## src/common/proj_config.svh

```systemverilog
`ifndef PROJ_CONFIG_SVH
`define PROJ_CONFIG_SVH

// log2 sizes of a 64 x 64 screen
`define PROJ_SCREEN_W_LOG2 6
`define PROJ_SCREEN_H_LOG2 6

// per-block latencies in clocks
`define PROJ_DIV_LAT 3
`define PROJ_MUL_LAT 2
`define PROJ_VP_LAT  1

`endif
```

## src/common/proj_pkg.sv

```systemverilog
`default_nettype none

package proj_pkg;

  // half precision field view: 1 sign, 5 exp (bias 15), 10 mantissa
  typedef struct packed {
    logic       sign;
    logic [4:0] exp;
    logic [9:0] mant;
  } f16_fields;

  // same word, raw or decoded
  typedef union packed {
    logic [15:0] bits;
    f16_fields   fields;
  } f16;

  typedef f16 [2:0] vec3_f16;  // [0] x, [1] y, [2] z

  localparam logic signed [6:0] F16_BIAS    = 7'sd15;
  localparam logic [4:0]        F16_EXP_INF = 5'h1f;

  // signed zero, also the flush result
  function automatic f16 f16_zero(input logic sign);
    f16 r;
    r.bits        = '0;
    r.fields.sign = sign;
    return r;
  endfunction

  // signed infinity for overflow and x/0
  function automatic f16 f16_inf(input logic sign);
    f16 r;
    r.fields.sign = sign;
    r.fields.exp  = F16_EXP_INF;
    r.fields.mant = '0;
    return r;
  endfunction

endpackage

`default_nettype wire

```

## src/common/screen_pt_if.sv

```systemverilog
`timescale 1ns/10ps
`default_nettype none

// one projected point, projection stage -> viewport stage
interface screen_pt_if;
  import proj_pkg::*;

  logic valid;   // one-cycle strobe, no ready
  f16   x;       // normalized screen x
  f16   y;       // normalized screen y
  logic behind;  // on or behind camera plane

  modport src (output valid, x, y, behind);
  modport dst (input  valid, x, y, behind);

endinterface

`default_nettype wire

```

## src/hdl/proj_top.sv

```systemverilog
`timescale 1ns/10ps
`default_nettype none
`include "proj_config.svh"

// vertex in, pixel out 6 clocks later
module proj_top (
  input  wire                           clk,
  input  wire                           arst_n,
  input  wire proj_pkg::f16                 cam_near_clip,
  input  wire                           vertex_valid,
  input  wire proj_pkg::vec3_f16            vertex,
  output logic                          pixel_valid,
  output logic [`PROJ_SCREEN_W_LOG2-1:0] pixel_x,
  output logic [`PROJ_SCREEN_H_LOG2-1:0] pixel_y,
  output logic                          off_screen,
  output logic                          behind
);

  screen_pt_if pt_if ();  // projection -> viewport

  vertex_project i_vertex_project (
    .clk           (clk),
    .arst_n        (arst_n),
    .cam_near_clip (cam_near_clip),
    .vertex_valid  (vertex_valid),
    .vertex        (vertex),
    .pt            (pt_if.src)
  );

  viewport_map i_viewport_map (
    .clk         (clk),
    .arst_n      (arst_n),
    .pt          (pt_if.dst),
    .pixel_valid (pixel_valid),
    .pixel_x     (pixel_x),
    .pixel_y     (pixel_y),
    .off_screen  (off_screen),
    .behind      (behind)
  );

endmodule

`default_nettype wire

```

## src/hdl/viewport_map.sv

```systemverilog
`timescale 1ns/10ps
`default_nettype none
`include "proj_config.svh"

module viewport_map (
  input  wire                           clk,
  input  wire                           arst_n,
  screen_pt_if.dst                      pt,
  output logic                          pixel_valid,
  output logic [`PROJ_SCREEN_W_LOG2-1:0] pixel_x,
  output logic [`PROJ_SCREEN_H_LOG2-1:0] pixel_y,
  output logic                          off_screen,
  output logic                          behind
);
  import proj_pkg::*;

  int   px_c;
  int   py_c;
  logic off_x;
  logic off_y;

  // floor(c * 2^(lg-1)) + 2^(lg-1), clamped to 0..2^lg-1
  function automatic int map_axis(input f16 c, input int lg, output logic off);
    logic [10:0] sig;
    int          sh;
    int          mag;
    logic        frac_nz;
    int          scaled;
    int          pix;
    sig = {1'b1, c.fields.mant};
    sh  = 26 - lg - int'(c.fields.exp);  // value = sig * 2^(exp-25)
    if (c.fields.exp == 5'd0) begin
      scaled = 0;                           // flushed, lands on center
    end else if (c.fields.exp >= 5'd16) begin
      scaled = c.fields.sign ? -(1 << lg) : (1 << lg);  // |c| >= 2 or inf
    end else begin
      mag     = int'(sig >> sh);
      frac_nz = |(sig & ((11'd1 << sh) - 11'd1));
      scaled  = c.fields.sign ? -(mag + int'(frac_nz)) : mag;  // toward -inf
    end
    pix = scaled + (1 << (lg - 1));
    off = (pix < 0) || (pix > (1 << lg) - 1);
    if (pix < 0) begin
      pix = 0;
    end else if (pix > (1 << lg) - 1) begin
      pix = (1 << lg) - 1;                 // clamp to right / bottom edge
    end
    return pix;
  endfunction

  always_comb begin
    px_c = map_axis(pt.x, `PROJ_SCREEN_W_LOG2, off_x);
    py_c = map_axis(pt.y, `PROJ_SCREEN_H_LOG2, off_y);
  end

  // payload, sampled every cycle
  always_ff @(posedge clk) begin
    pixel_x    <= px_c[`PROJ_SCREEN_W_LOG2-1:0];
    pixel_y    <= py_c[`PROJ_SCREEN_H_LOG2-1:0];
    off_screen <= off_x | off_y;
    behind     <= pt.behind;
  end

  always_ff @(posedge clk or negedge arst_n) begin
    if (!arst_n) begin
      pixel_valid <= 1'b0;
    end else begin
      pixel_valid <= pt.valid;
    end
  end

endmodule

`default_nettype wire

```

## src/hdl/vertex_project.sv

```systemverilog
`timescale 1ns/10ps
`default_nettype none
`include "proj_config.svh"

module vertex_project (
  input  wire                clk,
  input  wire                arst_n,
  input  wire proj_pkg::f16      cam_near_clip,
  input  wire                vertex_valid,
  input  wire proj_pkg::vec3_f16 vertex,
  screen_pt_if.src           pt
);
  import proj_pkg::*;

  localparam int BEHIND_LAT = `PROJ_DIV_LAT + `PROJ_MUL_LAT;  // matches a lane

  f16   v_x;
  f16   v_y;
  f16   v_z;
  logic z_behind;
  logic [BEHIND_LAT-1:0] behind_sr;

  assign v_x = vertex[0];
  assign v_y = vertex[1];
  assign v_z = vertex[2];

  // z >= 0, or zero / subnormal z
  assign z_behind = ~v_z.fields.sign | (v_z.fields.exp == 5'd0);

  always_ff @(posedge clk) begin
    behind_sr <= {behind_sr[BEHIND_LAT-2:0], z_behind};
  end

  assign pt.behind = behind_sr[BEHIND_LAT-1];

  z_divide zd_x (
    .clk           (clk),
    .arst_n        (arst_n),
    .cam_near_clip (cam_near_clip),
    .coord         (v_x),
    .z_coord       (v_z),
    .in_valid      (vertex_valid),
    .screen_coord  (pt.x),
    .out_valid     (pt.valid)   // x lane strobe stands for both
  );

  // identical lane, its strobe is redundant
  z_divide zd_y (
    .clk           (clk),
    .arst_n        (arst_n),
    .cam_near_clip (cam_near_clip),
    .coord         (v_y),
    .z_coord       (v_z),
    .in_valid      (vertex_valid),
    .screen_coord  (pt.y),
    .out_valid     ()
  );

endmodule

`default_nettype wire

```

## src/hdl/z_divide.sv

```systemverilog
`timescale 1ns/10ps
`default_nettype none

// screen = coord / -z * near, one lane
module z_divide (
  input  wire           clk,
  input  wire           arst_n,
  input  wire proj_pkg::f16 cam_near_clip,  // level, held while busy
  input  wire proj_pkg::f16 coord,
  input  wire proj_pkg::f16 z_coord,
  input  wire           in_valid,
  output proj_pkg::f16  screen_coord,
  output logic          out_valid
);
  import proj_pkg::*;

  f16   neg_z;
  f16   div_q;
  logic div_valid;

  // camera looks down -z, flip sign
  always_comb begin
    neg_z             = z_coord;
    neg_z.fields.sign = ~z_coord.fields.sign;
  end

  fp16_div f_div (
    .clk       (clk),
    .arst_n    (arst_n),
    .in_valid  (in_valid),
    .a         (coord),
    .b         (neg_z),
    .out_valid (div_valid),
    .q         (div_q)
  );

  // near is stable so it goes in undelayed
  fp16_mul f_mul (
    .clk       (clk),
    .arst_n    (arst_n),
    .in_valid  (div_valid),
    .a         (div_q),
    .b         (cam_near_clip),
    .out_valid (out_valid),
    .p         (screen_coord)
  );

endmodule

`default_nettype wire

```

## src/fp16/fp16_mul.sv

```systemverilog
`timescale 1ns/10ps
`default_nettype none
`include "proj_config.svh"

module fp16_mul (
  input  wire           clk,
  input  wire           arst_n,
  input  wire           in_valid,
  input  wire proj_pkg::f16 a,
  input  wire proj_pkg::f16 b,
  output logic          out_valid,
  output proj_pkg::f16  p
);
  import proj_pkg::*;

  logic              s1_sign;
  logic              s1_zero;  // either operand zero or subnormal
  logic signed [6:0] s1_exp;   // biased sum, may leave 1..30
  logic [21:0]       s1_prod;  // 11 x 11 significands

  logic signed [6:0] n_exp;
  logic [9:0]        n_mant;

  logic [`PROJ_MUL_LAT-1:0] vld_sr;

  always_ff @(posedge clk) begin
    s1_sign <= a.fields.sign ^ b.fields.sign;
    s1_zero <= (a.fields.exp == 5'd0) || (b.fields.exp == 5'd0);
    s1_exp  <= $signed({2'b00, a.fields.exp}) + $signed({2'b00, b.fields.exp}) - F16_BIAS;
    s1_prod <= {1'b1, a.fields.mant} * {1'b1, b.fields.mant};
  end

  // product in [1, 4), one right shift at most
  always_comb begin
    n_exp  = s1_prod[21] ? s1_exp + 7'sd1 : s1_exp;
    n_mant = s1_prod[21] ? s1_prod[20:11] : s1_prod[19:10];  // truncate
  end

  always_ff @(posedge clk) begin
    if (s1_zero || n_exp <= 7'sd0) begin
      p <= f16_zero(s1_sign);  // zero wins, also flush
    end else if (n_exp >= 7'sd31) begin
      p <= f16_inf(s1_sign);
    end else begin
      p <= {s1_sign, n_exp[4:0], n_mant};
    end
  end

  always_ff @(posedge clk or negedge arst_n) begin
    if (!arst_n) begin
      vld_sr <= '0;
    end else begin
      vld_sr <= {vld_sr[`PROJ_MUL_LAT-2:0], in_valid};
    end
  end

  assign out_valid = vld_sr[`PROJ_MUL_LAT-1];

endmodule

`default_nettype wire

```

## src/fp16/fp16_div.sv

```systemverilog
`timescale 1ns/10ps
`default_nettype none
`include "proj_config.svh"

module fp16_div (
  input  wire           clk,
  input  wire           arst_n,
  input  wire           in_valid,
  input  wire proj_pkg::f16 a,
  input  wire proj_pkg::f16 b,
  output logic          out_valid,
  output proj_pkg::f16  q
);
  import proj_pkg::*;

  // stage 1 regs
  logic              s1_sign;
  logic              s1_a_zero;  // dividend zero or subnormal
  logic              s1_b_zero;  // divisor zero or subnormal
  logic signed [6:0] s1_exp;     // biased exp difference
  logic [10:0]       s1_ma;
  logic [10:0]       s1_mb;

  // stage 2 regs
  logic              s2_sign;
  logic              s2_a_zero;
  logic              s2_b_zero;
  logic signed [6:0] s2_exp;
  logic [11:0]       s2_quo;

  logic [11:0]       quo_c;  // unrolled restoring divide
  logic [11:0]       rem_c;
  logic signed [6:0] n_exp;  // after normalize
  logic [9:0]        n_mant;

  logic [`PROJ_DIV_LAT-1:0] vld_sr;

  // unpack, sign, exponent difference
  always_ff @(posedge clk) begin
    s1_sign   <= a.fields.sign ^ b.fields.sign;
    s1_a_zero <= (a.fields.exp == 5'd0);
    s1_b_zero <= (b.fields.exp == 5'd0);
    s1_exp    <= $signed({2'b00, a.fields.exp}) - $signed({2'b00, b.fields.exp}) + F16_BIAS;
    s1_ma     <= {1'b1, a.fields.mant};  // hidden one
    s1_mb     <= {1'b1, b.fields.mant};
  end

  // ratio in (0.5, 2), 12 quotient bits, msb is the integer bit
  always_comb begin
    rem_c = {1'b0, s1_ma};
    for (int i = 11; i >= 0; i--) begin
      if (rem_c >= {1'b0, s1_mb}) begin
        quo_c[i] = 1'b1;
        rem_c    = rem_c - {1'b0, s1_mb};
      end else begin
        quo_c[i] = 1'b0;
      end
      rem_c = rem_c << 1;  // remainder < divisor so no carry out
    end
  end

  always_ff @(posedge clk) begin
    s2_sign   <= s1_sign;
    s2_a_zero <= s1_a_zero;
    s2_b_zero <= s1_b_zero;
    s2_exp    <= s1_exp;
    s2_quo    <= quo_c;
  end

  // at most one left shift, low bits simply dropped
  always_comb begin
    n_exp  = s2_quo[11] ? s2_exp : s2_exp - 7'sd1;
    n_mant = s2_quo[11] ? s2_quo[10:1] : s2_quo[9:0];
  end

  always_ff @(posedge clk) begin
    if (s2_b_zero) begin
      q <= f16_inf(s2_sign);                                  // x / 0
    end else if (s2_a_zero || n_exp <= 7'sd0) begin
      q <= f16_zero(s2_sign);                                 // zero or underflow
    end else if (n_exp >= 7'sd31) begin
      q <= f16_inf(s2_sign);                                  // overflow
    end else begin
      q <= {s2_sign, n_exp[4:0], n_mant};
    end
  end

  // valid follows the data stages
  always_ff @(posedge clk or negedge arst_n) begin
    if (!arst_n) begin
      vld_sr <= '0;
    end else begin
      vld_sr <= {vld_sr[`PROJ_DIV_LAT-2:0], in_valid};
    end
  end

  assign out_valid = vld_sr[`PROJ_DIV_LAT-1];

endmodule

`default_nettype wire

```

## config.mk

```make
export PLATFORM = sky130hd
export DESIGN_NAME = proj_top
export DESIGN_NICKNAME = d
export VERILOG_FILES = /design/src/common/proj_pkg.sv /design/src/common/screen_pt_if.sv /design/src/hdl/proj_top.sv /design/src/hdl/viewport_map.sv /design/src/hdl/vertex_project.sv /design/src/hdl/z_divide.sv /design/src/fp16/fp16_mul.sv /design/src/fp16/fp16_div.sv
export VERILOG_INCLUDE_DIRS = /design/src /design/src/common
export SDC_FILE = /design/constraint.sdc
export NUM_CORES = 2
export LEC_CHECK = 0
export BUFFER_PORTS_ARGS = -buffer_cell sky130_fd_sc_hd__buf_2
export CAP_MARGIN = 10
export CORE_MARGIN = 1.5
export CORE_UTILIZATION = 45
export CTS_CLUSTER_SIZE = 12
export DETAILED_ROUTE_END_ITERATION = 6
export GPL_ROUTABILITY_DRIVEN = 0
export PLACE_DENSITY = 0.72
export SYNTH_ARGS = -nofsm -noshare
export SYNTH_HDL_FRONTEND = slang
export SYNTH_HIERARCHICAL = 1
export SYNTH_SLANG_ARGS = --single-unit
```

## constraint.sdc

```tcl
create_clock -name clk -period 39.8 [get_ports clk]
set_input_delay 1.99 -clock clk [delete_from_list [all_inputs] [get_ports clk]]
set_output_delay 1.99 -clock clk [all_outputs]
set_load 0.1 [all_outputs]
```

After elaboration in Yosys (flattened, before gate mapping)
Index checks and enable logic that the tools add are counted.
Widths: inputs -> output; s select.
{"block": "word_totals", "inputBits": 67, "out_inout_bits": 15, "wordCells": 236, "regBits": 243}
{"block": "op_classes", "n_bitwise": 9, "addsub": 44, "order_cmp": 38, "n_reduce_logical": 22, "n_shift": 4, "mul": 2, "mux": 70}
{"op": "$ge 12x11->1", "n": 22}
{"op": "$mux 32", "n": 8}
{"op": "$mux 11", "n": 22}
{"op": "$sub 11x11->11", "n": 22}
{"op": "$mux 15", "n": 6}
{"op": "$add 32x2->32", "n": 2}
{"op": "$add 32x7->32 const B", "n": 2}
{"op": "$gt 32x7->1 const B", "n": 2}
{"op": "$lt 32x1->1 const B", "n": 2}
{"op": "$neg 32->32", "n": 2}
{"op": "$shl 1x32->11 const A", "n": 2}
{"op": "$shr 11x32->32", "n": 2}
{"op": "$mul 11x11->22", "n": 2}
{"op": "$logic_not 5->1", "n": 8}
{"op": "$mux 10", "n": 4}
{"op": "$ge 7x6->1 const B", "n": 4}
{"op": "$le 7x1->1 const B", "n": 4}
{"op": "$mux 7", "n": 4}
{"op": "$mux 1", "n": 24}
{"op": "$and 11x11->11", "n": 2}
{"op": "$ge 11x11->1", "n": 2}
{"op": "$reduce_or 11->1", "n": 2}
{"op": "$sub 11x1->11 const B", "n": 2}
{"op": "$add 7x2->7 const B", "n": 2}
{"op": "other kinds (14)", "n": 35}

Logic depth before layout (Yosys ltp)
{"block": "logic_depth", "word_depth": 24, "ltp_mapped": 154, "mapped_depth_nobuf": 146}

Modules after synthesis
Netlist, hierarchy kept.
{"mod": "fp16_div (i_vertex_project.zd_y.f_div)", "seq_area_each_um2": 1436.4, "n_inst": 1, "area_per_inst_um2": 8569.5, "cells_per_inst": 1029}
{"mod": "fp16_div (i_vertex_project.zd_x.f_div)", "seq_area_each_um2": 1436.4, "n_inst": 1, "area_per_inst_um2": 8464.4, "cells_per_inst": 1030}
{"mod": "fp16_mul (i_vertex_project.zd_y.f_mul)", "seq_area_each_um2": 790.8, "n_inst": 1, "area_per_inst_um2": 5429.0, "cells_per_inst": 589}
{"mod": "fp16_mul (i_vertex_project.zd_x.f_mul)", "seq_area_each_um2": 790.8, "n_inst": 1, "area_per_inst_um2": 5175.0, "cells_per_inst": 569}
{"mod": "viewport_map", "seq_area_each_um2": 305.3, "n_inst": 1, "area_per_inst_um2": 4524.3, "cells_per_inst": 660}
{"mod": "vertex_project", "seq_area_each_um2": 100.1, "n_inst": 1, "area_per_inst_um2": 112.6, "cells_per_inst": 7}
{"mod": "z_divide", "seq_area_each_um2": 0.0, "n_inst": 2, "area_per_inst_um2": 3.8, "cells_per_inst": 1}

Worst setup path after synthesis
OpenSTA, ideal clock, no wires.
{"block": "synth_timing", "path_kind": "reg-to-reg", "from": "register i_vertex_project.zd_y.f_div.s1_mb[1]", "to": "register i_vertex_project.zd_y.f_div.s2_quo[0]", "path_stages_with_launch": 146, "t_required_ns": 39.671, "t_arrival_ns": 26.931, "path_slack_ns": 12.740, "path_cell_list": "dfxtp_1 > inv_1 > ha_1 > nor2b_1 > o31ai_2 > a211o_1 > a21oi_2 > buf_2 > mux2_2 > fa_1 > nand2b_1 > a211oi_4 > o31ai_4 > a221o_2 > nand2_1 > buf_2 > mux2_2 > ha_1 > [110 not listed] > a21oi_1 > inv_1 > a211o_1 > o211a_1 > buf_6 > mux2_2 > ha_1 > a21o_1 > a21oi_1 > nor2b_1 > o21ai_0 > nand2b_1 > a21oi_1 > nand2_1 > nand2_1 > mux2i_1 > mux2i_1 > o211ai_1"}
{"block": "synth_via", "elab_chain_len": 24}
{"item": "start, declared", "line": "fp16_div.sv:22", "rtl": "logic [10:0] s1_mb;"}
{"item": "start signal, assigned", "line": "fp16_div.sv:45", "rtl": "s1_mb <= {1'b1, b.fields.mant};"}
{"item": "$sub 11x11->11 or $ge 11x11->1 (tied branches)", "line": "fp16_div.sv:54, fp16_div.sv:52"}
{"item": "$mux 11", "line": "fp16_div.sv:52", "rtl": "if (rem_c >= {1'b0, s1_mb}) begin"}
{"item": "$sub 11x11->11 or $ge 12x11->1 (tied branches)", "line": "fp16_div.sv:54, fp16_div.sv:52"}
{"item": "$mux 11", "line": "fp16_div.sv:52"}
{"item": "$sub 11x11->11 or $ge 12x11->1 (tied branches)", "line": "fp16_div.sv:54, fp16_div.sv:52"}
{"item": "$mux 11", "line": "fp16_div.sv:52"}
{"item": "$sub 11x11->11 or $ge 12x11->1 (tied branches)", "line": "fp16_div.sv:54, fp16_div.sv:52"}
{"item": "$mux 11", "line": "fp16_div.sv:52"}
{"item": "[9 not listed]"}
{"item": "$mux 11", "line": "fp16_div.sv:52"}
{"item": "$sub 11x11->11 or $ge 12x11->1 (tied branches)", "line": "fp16_div.sv:54, fp16_div.sv:52"}
{"item": "$mux 11", "line": "fp16_div.sv:52"}
{"item": "$ge 12x11->1 or $sub 11x11->11 (tied branches)", "line": "fp16_div.sv:52, fp16_div.sv:54"}
{"item": "$mux 11", "line": "fp16_div.sv:52"}
{"item": "$ge 12x11->1 (*)", "line": "fp16_div.sv:52"}
{"item": "$mux 1 (*)", "line": "fp16_div.sv:52"}
{"item": "via i_vertex_project.zd_y.f_div.quo_c[0]", "line": "fp16_div.sv:31", "rtl": "logic [11:0] quo_c;"}
{"item": "end signal, assigned", "line": "fp16_div.sv:67", "rtl": "s2_quo <= quo_c;"}
{"item": "end, declared", "line": "fp16_div.sv:29", "rtl": "logic [11:0] s2_quo;"}
The timed path passes the listed nets; every way through them passes the cells marked *.
A chain may end at the register's enable or synchronous reset.

Worst setup path after layout
{"block": "layout_timing", "from": "register i_vertex_project.zd_x.f_div.s1_mb[1]", "to": "register i_vertex_project.zd_x.f_div.s2_quo[0]"}
{"block": "layout_via", "elab_chain_len": 24}
{"item": "start, declared", "line": "fp16_div.sv:22"}
{"item": "start signal, assigned", "line": "fp16_div.sv:45"}
{"item": "$sub 11x11->11 or $ge 11x11->1 (tied branches)", "line": "fp16_div.sv:54, fp16_div.sv:52"}
{"item": "$mux 11", "line": "fp16_div.sv:52"}
{"item": "$sub 11x11->11 or $ge 12x11->1 (tied branches)", "line": "fp16_div.sv:54, fp16_div.sv:52"}
{"item": "$mux 11", "line": "fp16_div.sv:52"}
{"item": "$sub 11x11->11 or $ge 12x11->1 (tied branches)", "line": "fp16_div.sv:54, fp16_div.sv:52"}
{"item": "$mux 11", "line": "fp16_div.sv:52"}
{"item": "$sub 11x11->11 or $ge 12x11->1 (tied branches)", "line": "fp16_div.sv:54, fp16_div.sv:52"}
{"item": "$mux 11", "line": "fp16_div.sv:52"}
{"item": "[9 not listed]"}
{"item": "$mux 11", "line": "fp16_div.sv:52"}
{"item": "$sub 11x11->11 or $ge 12x11->1 (tied branches)", "line": "fp16_div.sv:54, fp16_div.sv:52"}
{"item": "$mux 11", "line": "fp16_div.sv:52"}
{"item": "$ge 12x11->1 or $sub 11x11->11 (tied branches)", "line": "fp16_div.sv:52, fp16_div.sv:54"}
{"item": "$mux 11", "line": "fp16_div.sv:52"}
{"item": "$ge 12x11->1 (*)", "line": "fp16_div.sv:52"}
{"item": "$mux 1 (*)", "line": "fp16_div.sv:52"}
{"item": "via i_vertex_project.zd_x.f_div.quo_c[0]", "line": "fp16_div.sv:31"}
{"item": "end signal, assigned", "line": "fp16_div.sv:67"}
{"item": "end, declared", "line": "fp16_div.sv:29"}
Marks and branches as above.

==> impl_results.md <==
- Final Critical Period: about 31,000 ps
- Count of placed standard cells in the final layout, fillers left out: 4,845
- Total Negative Setup Slacks: 0 ps
- Row count: just under 100
- Class of the most critical hold timing path: reg2reg
- Die Y: approximately 270 µm
- Wire length of the first global-routing pass: between 100 and 150 mm
- Die outline width: 270.3 µm
- Filler cell count: 6,808
- Setup crit start kind: flop
- Number of nets in the finished design: 4,521
- WS Path Type: reg2reg
- Post-Place Cells: ~4,800
- Post-Syn Area: 0.03216 mm²
- CTS Buffer Depth: 3
- Outcome: completed
- Worst Path Required: slightly above 40,000 ps
- Aggregate global routing overflow: 0
- Unrepaired setup endpoints after global routing: false
- Average footprint of a synthesized cell: 8.286 µm²
- Count of final hold-check violations: 0
- TritonCTS clock tree: yes
- Residual DRC: 0
- Worst hold slack across all endpoints: 324.2 ps
- Library cell used as clock root buffer: sky130_fd_sc_hd__clkbuf_16
- Total Wirelength: 75.39 mm
- Std-Cell Core Area: 0.07039 mm²
- Starting utilization of the core area: 45.68%
- Largest fanout on the critical path: 13
- Number of vias per cell after detailed routing: 5.645
- Headroom to the max-slew limit: 21.17%
- Largest net degree at the start of global routing: 34
- Max-slew violation count: 0
- Layout cell share with drive strength beyond 1: 9.503%
- Worst slew pin tran: approximately 1200 ps
- Most Frequent Cell on Critical Path: sky130_fd_sc_hd__o21a_1
- DP HPWL: 59.31 mm
- Routed Antenna Nets: 0
- Number of buffers created by CTS: 27
- Maximum capacitance violations: 0
- Area enclosed by the die boundary: ~0.073 mm²
- Quantity of hold-fixing buffers added after cts: 0
- Via count: 27,350
- Max Clock Skew: ~16 ps
- Top Ports: 82
- Nets in the synthesized netlist: about 4,500
- Clock net sink count: 235
- Worst endpoint data arrival time: around 32,000 ps
- Layout Utilization: just under 50%
- Worst-path cell with the longest stage delay: sky130_fd_sc_hd__a21oi_1
- Number of levels the H-tree was split into: 1
- Slack of the worst reg-to-reg path: 8390 ps
- Quantity of gates resized following cts: 0
- Clock input transition at the sequential cells of the worst setup and hold paths: 70 ps
- Count of routing violations after the opening detailed-route iteration: around 1,700
- Warnings, synthesis: 6
- Worst setup EP type: flop
- Endpoints failing setup: 0
- Clock network latency to the later pin of the worst-skew pair: 580 ps
- Number of global-route vias before repair: 26,430
- Maximum operating frequency: roughly 32 MHz
- Post-CTS Setup Inserts: 0
- Post-Synthesis Cells: a little under 4,000
- Relative area change from synthesis to final layout: 6.093%
- Pre-Repair DR Iteration Count: 5
- Number of input and output port buffers inserted: 81
- Post-detailed-route wirelength per cell: around 16 µm
- Number of antenna violations at the first check in global routing: 4
- Part of the cycle the worst path needs: 78.91%
- Slowest Stage Delay on Critical Path: ~930 ps
- Total routing resource utilization after global routing: between 20% and 30%
-- through the flow --
stage | cell area (µm²) | setup slack, ps
after floorplan | 32160 | 12740
after global placement | 33260 | 8951
after detailed placement | 33260 | 8764
after CTS | 34110 | 8636
after global routing | 34120 | 6239
final | 34120 | 8392
-- worst max-delay path: cells and delay by family, from the launching register on --
family | cells | cell delay [ps]
buf+inv | 9 | 1540
mux | 9 | 3090
fa+ha+maj | 12 | 3750
simple gates | 30 | 4970
flops | 1 | 470
compound gates | 79 | 17470
-- state kept, by name (all words and copies together), names as in the netlist, 12 cells and up --
signal and flops:
i_vertex_project/zd_x/f_mul/p 16, i_vertex_project/zd_x/f_div/s2_quo 12, i_vertex_project/zd_y/f_mul/s1_prod 12, i_vertex_project/zd_y/f_div/q 16, i_vertex_project/zd_y/f_div/s2_quo 12, i_vertex_project/zd_y/f_mul/p 16, i_vertex_project/zd_x/f_mul/s1_prod 12, i_vertex_project/zd_x/f_div/q 16
-- final timing paths --
path,depth (start not counted),start,to
setup / recovery,139,i_vertex_project/zd_x/f_div/s1_mb[1]$_DFF_P_,i_vertex_project/zd_x/f_div/s2_quo[0]$_DFF_P_
hold / removal,0,i_vertex_project/zd_y/f_div/s1_exp[2]$_DFF_P_,i_vertex_project/zd_y/f_div/s2_exp[2]$_DFF_P_
setup reg to reg,139,i_vertex_project/zd_x/f_div/s1_mb[1]$_DFF_P_,i_vertex_project/zd_x/f_div/s2_quo[0]$_DFF_P_
hold reg to reg,0,i_vertex_project/zd_y/f_div/s1_exp[2]$_DFF_P_,i_vertex_project/zd_y/f_div/s2_exp[2]$_DFF_P_
max in group asynchronous,1,arst_n,i_vertex_project/zd_x/f_div/vld_sr[2]$_DFF_PN0_
min in group asynchronous,1,arst_n,i_viewport_map/pixel_valid$_DFF_PN0_
-- metal layers --
metal | wire length [µm] | track usage [%] | vias up
met4 | 1823 | 5.248 | 6
met5 | 37 | 0 | -
met1 | 34380 | 26.11 | 12940
met2 | 36210 | 35.69 | 547
met3 | 2928 | 1.974 | 104
li1 | - | - | 13750
-- cell usage in the layout (no fill, tap or decap), drive strengths merged, types with 118 or more instances in the layout --
cell / instances
fa: 166
nor2: 298
a21o: 140
o21ai: 158
inv: 398
nand2: 313
ha: 398
a21oi: 193
mux2: 119
dfxtp: 229
xnor2: 118
-- layout make-up --
| type | instances | area [µm²] | share of cell area, % |
|---|---|---|---|
| timing repair buffer | 94 | 503.0 | 1.474 |
| clock buffer | 33 | 748.2 | 2.193 |
| sequential | 235 | 4735 | 13.88 |
| antenna | 1 | 2.502 | 0.007335 |
| multi-input combinational | 3134 | 25350 | 74.30 |
| clock inverter | 10 | 103.9 | 0.3044 |
| inverter | 398 | 1500 | 4.397 |
| tap | 940 | 1176 | 3.447 |
Power is not shown: default switching activity piles up to over one toggle a cycle in this logic, so the estimate is an artifact.
